==> config.mk <==
export PLATFORM = sky130hd
export DESIGN_NAME = hyper_phy_top
export DESIGN_NICKNAME = d
export VERILOG_FILES = /design/src/rtl/hyper_pkg.sv /design/src/rtl/hyper_phy_top.sv /design/src/rtl/hyper_dq_path.sv /design/src/rtl/hyper_cycle_counter.sv /design/src/rtl/hyper_trans_fsm.sv /design/src/rtl/hyper_ca_gen.sv
export SDC_FILE = /design/constraint.sdc
export NUM_CORES = 1
export LEC_CHECK = 0
export BUFFER_PORTS_ARGS = -buffer_cell sky130_fd_sc_hd__buf_2
export CAP_MARGIN = 30
export CORE_MARGIN = 8
export CORE_UTILIZATION = 57
export CTS_BUF_LIST = sky130_fd_sc_hd__clkbuf_16
export DETAILED_ROUTE_END_ITERATION = 10
export PLACE_DENSITY = 0.85
export SLEW_MARGIN = 20
export SYNTH_ARGS = -nofsm -noshare
export SYNTH_HDL_FRONTEND = slang
export SYNTH_SLANG_ARGS = --single-unit
==> constraint.sdc <==
create_clock -name clk0 -period 4.6 [get_ports clk0]
set_input_delay 0 -clock clk0 [delete_from_list [all_inputs] [get_ports clk0]]
set_output_delay 0 -clock clk0 [all_outputs]
set_load 0.05 [all_outputs]
==> src/rtl/hyper_pkg.sv <==
`default_nettype none

package hyper_pkg;

    // width of the burst length field, n means n words
    localparam int unsigned BURST_W = 12;

    // one host transaction, chip select travels beside it
    typedef struct packed {
        logic [31:0]        addr;   // word address
        logic               write;
        logic [BURST_W-1:0] burst;
    } trans_req_t;

    // 48-bit command-address word, seen as fields or as bus beats
    typedef union packed {
        struct packed {
            logic        rw;         // 1 = read
            logic        addr_space; // 0 = memory array
            logic        burst_type; // 1 = linear
            logic [28:0] addr_hi;
            logic [12:0] rsvd;
            logic [2:0]  addr_lo;
        } f;
        logic [2:0][15:0] beat;      // beat[2] goes out first
    } ca_word_u;

    typedef enum logic [2:0] {
        STANDBY,
        CMD_ADDR,
        LATENCY,
        DATA_R,
        DATA_W,
        RECOVER
    } fsm_state_e;

    // fsm to data path
    typedef struct packed {
        logic [1:0] beat_sel; // command-address beat on the bus
        logic       dq_oe;
        logic       rd_win;   // current cycle is a read data cycle
        logic       wr_win;   // next cycle is a write data cycle
        logic       ck_en;
    } phy_ctrl_t;

    // fsm to cycle counter
    typedef struct packed {
        logic               load_lat;
        logic               load_rec;
        logic               load_burst;
        logic [BURST_W-1:0] burst;
    } cnt_cmd_t;

    // cycle counter back to fsm
    typedef struct packed {
        logic wait_done;
        logic burst_last;
    } cnt_stat_t;

endpackage

`default_nettype wire
==> src/rtl/hyper_phy_top.sv <==
`timescale 1ns/10ps
`default_nettype none

module hyper_phy_top #(
    parameter int unsigned NR_CS   = 2,
    parameter int unsigned LATENCY = 6
) (
    input  logic                  clk0,
    input  logic                  rst_ni,
    // transactions
    input  logic                  trans_valid_i,
    input  hyper_pkg::trans_req_t trans_req_i,
    input  logic [NR_CS-1:0]      trans_cs_i,
    output logic                  trans_ready_o,
    // transmit channel
    input  logic [15:0]           tx_data_i,
    input  logic [1:0]            tx_strb_i,
    output logic                  tx_ready_o,
    // receive channel
    output logic                  rx_valid_o,
    output logic [15:0]           rx_data_o,
    // physical interface, clock gate lives in the pad ring
    output logic [NR_CS-1:0]      hyper_cs_no,
    output logic                  hyper_ck_en_o,
    output logic [15:0]           hyper_dq_o,
    output logic                  hyper_dq_oe_o,
    input  logic [15:0]           hyper_dq_i,
    output logic [1:0]            hyper_rwds_o,
    output logic                  hyper_rwds_oe_o,
    input  logic                  hyper_rwds_i
);

    hyper_pkg::cnt_cmd_t   cnt_cmd;
    hyper_pkg::cnt_stat_t  cnt_stat;
    hyper_pkg::phy_ctrl_t  ctrl;
    hyper_pkg::trans_req_t req_lat;
    logic [15:0]           ca_beat;

    hyper_trans_fsm #(
        .NR_CS   ( NR_CS   ),
        .LATENCY ( LATENCY )
    ) u_fsm (
        .clk0          ( clk0          ),
        .rst_ni        ( rst_ni        ),
        .trans_valid_i ( trans_valid_i ),
        .trans_req_i   ( trans_req_i   ),
        .trans_cs_i    ( trans_cs_i    ),
        .trans_ready_o ( trans_ready_o ),
        .stat_i        ( cnt_stat      ),
        .cnt_cmd_o     ( cnt_cmd       ),
        .ctrl_o        ( ctrl          ),
        .req_o         ( req_lat       ),
        .hyper_cs_no   ( hyper_cs_no   )
    );

    hyper_cycle_counter #(
        .LATENCY ( LATENCY )
    ) u_cnt (
        .clk0   ( clk0     ),
        .rst_ni ( rst_ni   ),
        .cmd_i  ( cnt_cmd  ),
        .stat_o ( cnt_stat )
    );

    hyper_ca_gen u_ca (
        .req_i      ( req_lat       ),
        .beat_sel_i ( ctrl.beat_sel ),
        .beat_o     ( ca_beat       )
    );

    hyper_dq_path u_dq (
        .clk0            ( clk0            ),
        .rst_ni          ( rst_ni          ),
        .ctrl_i          ( ctrl            ),
        .ca_beat_i       ( ca_beat         ),
        .tx_data_i       ( tx_data_i       ),
        .tx_strb_i       ( tx_strb_i       ),
        .tx_ready_o      ( tx_ready_o      ),
        .rx_valid_o      ( rx_valid_o      ),
        .rx_data_o       ( rx_data_o       ),
        .hyper_dq_o      ( hyper_dq_o      ),
        .hyper_dq_oe_o   ( hyper_dq_oe_o   ),
        .hyper_rwds_o    ( hyper_rwds_o    ),
        .hyper_rwds_oe_o ( hyper_rwds_oe_o ),
        .hyper_dq_i      ( hyper_dq_i      ),
        .hyper_rwds_i    ( hyper_rwds_i    ),
        .hyper_ck_en_o   ( hyper_ck_en_o   )
    );

endmodule

`default_nettype wire

==> src/rtl/hyper_dq_path.sv <==
`timescale 1ns/10ps
`default_nettype none

module hyper_dq_path (
    input  logic                 clk0,
    input  logic                 rst_ni,
    input  hyper_pkg::phy_ctrl_t ctrl_i,
    input  logic [15:0]          ca_beat_i,
    // write data from the host
    input  logic [15:0]          tx_data_i,
    input  logic [1:0]           tx_strb_i,   // 1 = byte written
    output logic                 tx_ready_o,
    // read data to the host
    output logic                 rx_valid_o,
    output logic [15:0]          rx_data_o,
    // bus side, one word per cycle, high byte is the first half
    output logic [15:0]          hyper_dq_o,
    output logic                 hyper_dq_oe_o,
    output logic [1:0]           hyper_rwds_o, // mask per byte half
    output logic                 hyper_rwds_oe_o,
    input  logic [15:0]          hyper_dq_i,
    input  logic                 hyper_rwds_i,
    output logic                 hyper_ck_en_o
);

    logic        wr_act_q;  // current cycle drives a write word
    logic [15:0] tx_word_q;
    logic [1:0]  mask_q;
    logic        rd_hit;

    assign tx_ready_o = ctrl_i.wr_win;
    assign rd_hit     = ctrl_i.rd_win & hyper_rwds_i; // device marks valid words

    always_ff @(posedge clk0 or negedge rst_ni) begin
        if (!rst_ni) begin
            wr_act_q   <= 1'b0;
            rx_valid_o <= 1'b0;
        end else begin
            wr_act_q   <= ctrl_i.wr_win;
            rx_valid_o <= rd_hit;
        end
    end

    // write word held for exactly one bus cycle
    always_ff @(posedge clk0) begin
        if (ctrl_i.wr_win) begin
            tx_word_q <= tx_data_i;
            mask_q    <= ~tx_strb_i; // rwds high masks the byte
        end
    end

    always_ff @(posedge clk0) begin
        if (rd_hit) begin
            rx_data_o <= hyper_dq_i;
        end
    end

    // dq source: write word, then command beats, otherwise quiet
    always_comb begin
        hyper_dq_o = '0;
        if (wr_act_q) begin
            hyper_dq_o = tx_word_q;
        end else if (ctrl_i.dq_oe) begin
            hyper_dq_o = ca_beat_i;
        end
    end

    assign hyper_dq_oe_o   = ctrl_i.dq_oe;
    assign hyper_rwds_o    = wr_act_q ? mask_q : 2'b00;
    assign hyper_rwds_oe_o = wr_act_q; // device owns rwds outside write data
    assign hyper_ck_en_o   = ctrl_i.ck_en;

endmodule

`default_nettype wire

==> src/rtl/hyper_cycle_counter.sv <==
`timescale 1ns/10ps
`default_nettype none

module hyper_cycle_counter #(
    parameter int unsigned LATENCY = 6
) (
    input  logic                 clk0,
    input  logic                 rst_ni,
    input  hyper_pkg::cnt_cmd_t  cmd_i,
    output hyper_pkg::cnt_stat_t stat_o
);

    localparam int unsigned WAIT_W = (LATENCY > 0) ? $clog2(2 * LATENCY) : 1;
    localparam logic [WAIT_W-1:0] LAT_LOAD = WAIT_W'(2 * LATENCY - 1); // doubled latency
    localparam logic [WAIT_W-1:0] REC_LOAD = WAIT_W'(LATENCY - 1);     // cs high time

    logic [WAIT_W-1:0]             wait_q;
    logic [WAIT_W-1:0]             wait_d;
    logic [hyper_pkg::BURST_W-1:0] burst_q;
    logic [hyper_pkg::BURST_W-1:0] burst_d;

    always_comb begin
        wait_d = wait_q;
        if (cmd_i.load_lat) begin
            wait_d = LAT_LOAD;
        end else if (cmd_i.load_rec) begin
            wait_d = REC_LOAD;
        end else if (wait_q != '0) begin
            wait_d = wait_q - 1'b1;
        end
    end

    always_comb begin
        burst_d = burst_q;
        if (cmd_i.load_burst) begin
            burst_d = cmd_i.burst - 1'b1;
        end else if (burst_q != '0) begin
            burst_d = burst_q - 1'b1;
        end
    end

    // flags follow the count into the same cycle
    always_ff @(posedge clk0 or negedge rst_ni) begin
        if (!rst_ni) begin
            wait_q            <= '0;
            burst_q           <= '0;
            stat_o.wait_done  <= 1'b0;
            stat_o.burst_last <= 1'b0;
        end else begin
            wait_q            <= wait_d;
            burst_q           <= burst_d;
            stat_o.wait_done  <= (wait_d == '0);
            stat_o.burst_last <= (burst_d == '0);
        end
    end

endmodule

`default_nettype wire

==> src/rtl/hyper_trans_fsm.sv <==
`timescale 1ns/10ps
`default_nettype none

module hyper_trans_fsm #(
    parameter int unsigned NR_CS   = 2,
    parameter int unsigned LATENCY = 6
) (
    input  logic                  clk0,
    input  logic                  rst_ni,
    input  logic                  trans_valid_i,
    input  hyper_pkg::trans_req_t trans_req_i,
    input  logic [NR_CS-1:0]      trans_cs_i,
    output logic                  trans_ready_o,
    input  hyper_pkg::cnt_stat_t  stat_i,
    output hyper_pkg::cnt_cmd_t   cnt_cmd_o,
    output hyper_pkg::phy_ctrl_t  ctrl_o,
    output hyper_pkg::trans_req_t req_o,
    output logic [NR_CS-1:0]      hyper_cs_no
);

    // zero latency skips the wait and recovery phases
    localparam bit NO_LAT = (LATENCY == 0);

    hyper_pkg::fsm_state_e state_q;
    hyper_pkg::fsm_state_e state_d;
    hyper_pkg::fsm_state_e data_st;
    hyper_pkg::trans_req_t req_q;
    logic [NR_CS-1:0]      cs_q;
    logic [NR_CS-1:0]      cs_sel;
    logic [1:0]            beat_q;
    logic                  accept;

    function automatic logic bus_active(hyper_pkg::fsm_state_e st);
        return st inside {hyper_pkg::CMD_ADDR, hyper_pkg::LATENCY,
                          hyper_pkg::DATA_R, hyper_pkg::DATA_W};
    endfunction

    assign accept  = trans_valid_i & trans_ready_o; // ready is only up in standby
    assign data_st = req_q.write ? hyper_pkg::DATA_W : hyper_pkg::DATA_R;
    assign cs_sel  = accept ? trans_cs_i : cs_q;
    assign req_o   = req_q;

    always_comb begin
        state_d = state_q;
        case (state_q)
            hyper_pkg::STANDBY: begin
                if (accept) begin
                    state_d = hyper_pkg::CMD_ADDR;
                end
            end
            hyper_pkg::CMD_ADDR: begin
                if (beat_q == 2'd2) begin
                    state_d = NO_LAT ? data_st : hyper_pkg::LATENCY;
                end
            end
            hyper_pkg::LATENCY: begin
                if (stat_i.wait_done) begin
                    state_d = data_st;
                end
            end
            hyper_pkg::DATA_R, hyper_pkg::DATA_W: begin
                if (stat_i.burst_last) begin
                    state_d = NO_LAT ? hyper_pkg::STANDBY : hyper_pkg::RECOVER;
                end
            end
            hyper_pkg::RECOVER: begin
                if (stat_i.wait_done) begin
                    state_d = hyper_pkg::STANDBY;
                end
            end
            default: begin
                state_d = hyper_pkg::STANDBY;
            end
        endcase
    end

    // counter loads fire on the cycle before a phase starts
    always_comb begin
        cnt_cmd_o          = '0;
        cnt_cmd_o.burst    = req_q.burst;
        cnt_cmd_o.load_lat = (state_d == hyper_pkg::LATENCY) &&
                             (state_q != hyper_pkg::LATENCY);
        cnt_cmd_o.load_rec = (state_d == hyper_pkg::RECOVER) &&
                             (state_q != hyper_pkg::RECOVER);
        cnt_cmd_o.load_burst = (state_d inside {hyper_pkg::DATA_R, hyper_pkg::DATA_W}) &&
                               !(state_q inside {hyper_pkg::DATA_R, hyper_pkg::DATA_W});
    end

    always_comb begin
        ctrl_o          = '0;
        ctrl_o.beat_sel = beat_q;
        ctrl_o.dq_oe    = (state_q == hyper_pkg::CMD_ADDR) ||
                          (state_q == hyper_pkg::DATA_W);
        ctrl_o.rd_win   = (state_q == hyper_pkg::DATA_R);
        ctrl_o.wr_win   = (state_d == hyper_pkg::DATA_W); // fetch one word ahead
        ctrl_o.ck_en    = bus_active(state_q);
    end

    always_ff @(posedge clk0 or negedge rst_ni) begin
        if (!rst_ni) begin
            state_q       <= hyper_pkg::STANDBY;
            beat_q        <= 2'd0;
            trans_ready_o <= 1'b0;
            hyper_cs_no   <= '1;
        end else begin
            state_q       <= state_d;
            trans_ready_o <= (state_d == hyper_pkg::STANDBY);
            // cs tracks the bus phases, released during recovery
            hyper_cs_no   <= bus_active(state_d) ? ~cs_sel : '1;
            if ((state_q == hyper_pkg::CMD_ADDR) && (state_d == hyper_pkg::CMD_ADDR)) begin
                beat_q <= beat_q + 2'd1;
            end else begin
                beat_q <= 2'd0;
            end
        end
    end

    // local copy of the accepted transaction
    always_ff @(posedge clk0) begin
        if (accept) begin
            req_q <= trans_req_i;
            cs_q  <= trans_cs_i;
        end
    end

endmodule

`default_nettype wire

==> src/rtl/hyper_ca_gen.sv <==
`timescale 1ns/10ps
`default_nettype none

module hyper_ca_gen (
    input  hyper_pkg::trans_req_t req_i,
    input  logic [1:0]            beat_sel_i,
    output logic [15:0]           beat_o
);

    hyper_pkg::ca_word_u ca;

    // field view, filled from the latched request
    always_comb begin
        ca              = '0;
        ca.f.rw         = ~req_i.write;
        ca.f.addr_space = 1'b0;
        ca.f.burst_type = 1'b1;          // linear bursts only
        ca.f.addr_hi    = req_i.addr[31:3];
        ca.f.rsvd       = '0;
        ca.f.addr_lo    = req_i.addr[2:0]; // word within the page
    end

    // beat view, most significant beat first
    always_comb begin
        case (beat_sel_i)
            2'd0: begin
                beat_o = ca.beat[2];
            end
            2'd1: begin
                beat_o = ca.beat[1];
            end
            2'd2: begin
                beat_o = ca.beat[0];
            end
            default: begin
                beat_o = '0;
            end
        endcase
    end

endmodule

`default_nettype wire

==> key figures <==
Run status
  – Status: completed

Critical path
  – Worst r2r src: u_fsm.beat_q[0]
  – Cells on worst reg2reg path: 7
  – Start point of the critical path: u_fsm.beat_q[0]
  – Crit path kind: flop to primary output
  – Critical path launch point type: flop
  – Reg2Reg Setup Slack: around 1.9 ns
  – Crit Reg-Reg Endpoint: u_dq.tx_word_q[7]
  – Crit end category: primary output
  – Crit-path max FO: 13
  – Arr. time, crit path: between 3 and 4 ns
  – Req. time, crit path: approximately 4.6 ns

Power
  – Seq pwr share: 38.2%
  – Power Internal: approximately 2100 µW
  – Power Dens Cells: 561.3 nW/µm²
  – Comb power frac: between 40% and 50%
  – Max VDD drop: ~0.48 mV
  – Switching Share: 43.69%
  – NetSw: between 1500 and 2000 µW
  – Clock Power Share: approximately a fifth
  – Leak: 0.002685 µW

Placed design
  – Pre-CTS WS: around 1.8 ns
  – Gp weighted congestion: slightly above 0.8
  – Port Buffers: 126
  – Dpl hpwl: 7851 µm

Global route
  – Met1 track demand over resource: approximately 28%
  – Global-route wire length before repair: around 23000 µm
  – Largest net degree at the start of global routing: 46
  – Met2 usage: about 45%
  – Total GRT Usage: a little over a quarter
  – Met3 GRT Util: between 8 and 9%
  – Gr busiest metal: met2
  – Congestion Overflow GR: 0
  – Initial antenna violation count: 2
  – Vias in the first global route: 4320

Clocking
  – Worst-skew pair later-pin latency: between 0.3 and 0.4 ns
  – TritonCTS clock tree: yes
  – Clock sink total: ~110
  – Post-CTS resize count: 0
  – H-tree depth: 3
  – Clk pin slew, worst setup/hold paths: around 0.080 ns
  – CTS root buffer: clkbuf_16
  – Maximum clock insertion buffer count: 2
  – Postcts setup bufs: 0
  – Total CTS buffers: 9

Floorplan
  – Die Span X: around 110 µm
  – Core footprint: about 8200 µm²
  – DIE AREA: about 12000 µm²
  – Row cnt: 33
  – Die Y: ~110 µm
  – Initial Util: 58.70%
  – I/O Pins: between 100 and 150

STA
  – Worst Setup Slack, final: between 1.5 and 2 ns
  – Slew @ Worst Pin: 0.7481 ns
  – Fin crit share: roughly 66%
  – Fin. Hold Viols: 0
  – Tmin final: around 3.0 ns
  – Sum Neg Setup Slack: 0 ns
  – Setup-failing EPs final: 0
  – Slew Limit Headroom: between 50% and 60%
  – Pins Over Slew Limit: 0
  – Unrepaired setup endpoints after global routing: false
  – Max Clk Rate: about 0.33 GHz
  – Clk_skew: between 0.01 and 0.015 ns

Finish
  – Fin util: between 80 and 90%
  – Most frequent cells in the layout: 126 x buf_2, 82 x dlygate4sd3_1, 79 x edfxtp_1
  – Final nets: between 600 and 700
  – Commonest non-fill, non-tap cell in the layout: buf_2
  – Area Overhead vs Synth: 37.77%
  – Share of cells above drive strength 1: 26.43%

Yosys
  – Synth unique cells: 57
  – Cell Area, Synth: between 4000 and 5000 µm²
  – Ys flop type: edfxtp_1
  – Post-synthesis sequential area ratio: 64.59%
  – EDFF count, synth: 79
  – Register bit total from synthesis: around 110
  – Asr flop ratio synth: approximately 26%
  – Mean Syn Cell Area: between 10 and 15 µm²
  – Post-synthesis instance total: approximately 380
  – Syn Nets: between 400 and 500
  – Synth Warn #: 0

Route
  – Detailed Route Iter0 Violations: ~450
  – Routed len/inst: 21.90 µm
  – DRT Pass-1 Iters: 7
  – WL final: between 15000 and 20000 µm
  – DR vias: roughly 4.2k
  – ANT nets after route: 0
  – Via/cell ratio: 5.963
  – DRC Markers: 0

Worst hold path
  – Hold endpoint: u_fsm.cs_q[1]
  – Hold path depth: 3
  – Hold Crit Class: input port to flop
  – Hold wc startpoint: trans_valid_i

Job
  – Maxcap violations: 0
[final cells by class]
cell class	count	area, µm²
fill	360	1572
inverter	14	52.55
antenna	3	7.507
clock inverter	7	66.31
timing repair buffer	210	1470
clock buffer	9	225.2
tap	105	131.4
multi-input combinational	245	1577
sequential	109	3115
[routing by layer]
metal  up-vias  share of wire [%]
met5         -                  0
met4         0                5.4
met3        68                9.8
met2       317                 50
met1      1975                 34
li1       1826                  -
[through the flow]
step / power [µW] / std cells / cell area, µm² / hold WS, ns
after CTS: 3648 / 698 / 6626 / 0.1417
after detailed placement: 2849 / 600 / 5514 / 0.04805
after global routing: 3887 / 701 / 6643 / 0.1510
after global placement: 2791 / 600 / 5514 / 0.03700
after floorplan: 2529 / 384 / 4823 / -0.2956
final: 3730 / 702 / 6645 / 0.1443
[sequential cells by signal, indices dropped and copies added (netlist names)]
signal,flops
u_fsm.req_o,33
u_dq.tx_word_q,16
u_cnt.stat_o,2
u_fsm.hyper_cs_no,2
u_dq.mask_q,2
u_fsm.cs_q,2
u_dq.rx_valid_o,1
u_fsm.cnt_cmd_o,12
u_fsm.beat_q,2
u_fsm.trans_ready_o,1
u_dq.rx_data_o,16
u_fsm.state_q,3
u_cnt.burst_q,12
u_cnt.wait_q,4
u_dq.hyper_rwds_oe_o,1
[cells by family after synthesis]
group / synth area share (%)
compound gates: 10.30
xor+xnor: 3.813
fa+ha+maj: 2.075
buf+inv: 2.775
flops: 64.59
mux: 1.505
simple gates: 14.94
[critical path, cell delays in order (launching register included)]
cell	delay [ns]
dfrtp_1	0.43
inv_1	0.11
ha_1	0.37
nand2b_1	0.16
a31oi_1	0.12
or3_1	0.48
nor2b_2	0.47
buf_6	0.26
buf_2	0.29
[worst max path at each step]
stage,cells past startpoint,slack [ns],end
after global placement,7,1.92,tx_ready_o
after CTS,7,1.38,tx_ready_o
final,8,1.55,tx_ready_o
after floorplan,7,1.27,u_dq.mask_q[0]
after detailed placement,7,1.79,tx_ready_o
after global routing,8,1.47,tx_ready_o
[repair_timing]
action                                 in CTS  in global routing
setup endpoints to repair                   0                  0
endpoints found under the hold margin     109                  0
hold buffers                               82                  0
[cell usage after synthesis (3+ instances only)]
cell	number	area share, %
nor3_1	7	0.73
nand4b_1	4	0.73
nand2_1	41	3.2
o21ai_0	27	2.8
nand3_1	10	1.0
inv_1	14	1.1
o31ai_1	3	0.47
a21oi_1	17	1.8
edfxtp_1	79	49
a222oi_1	3	0.62
xor2_1	10	1.8
nor2b_1	5	0.65
dfrtp_1	26	13
buf_2	5	0.52
nor2_1	27	2.1
nor4_1	5	0.65
clkbuf_1	8	0.62
mux2i_1	5	1.0
nor4b_1	3	0.54
or3_1	4	0.52
xnor2_1	11	2.0
a22oi_1	11	1.7
nand2b_1	6	0.78
nand3b_1	6	0.93
ha_1	8	2.1
[power by group through the flow]
stage	Combinational, µW	Sequential (µW)	Clock [µW]
after floorplan	985	1540	0
after CTS	1480	1420	750
after global placement	1370	1420	0
after detailed placement	1410	1440	0
final	1540	1430	764
after global routing	1630	1450	805
No activity file was read; power rests on OpenSTA's default activity.
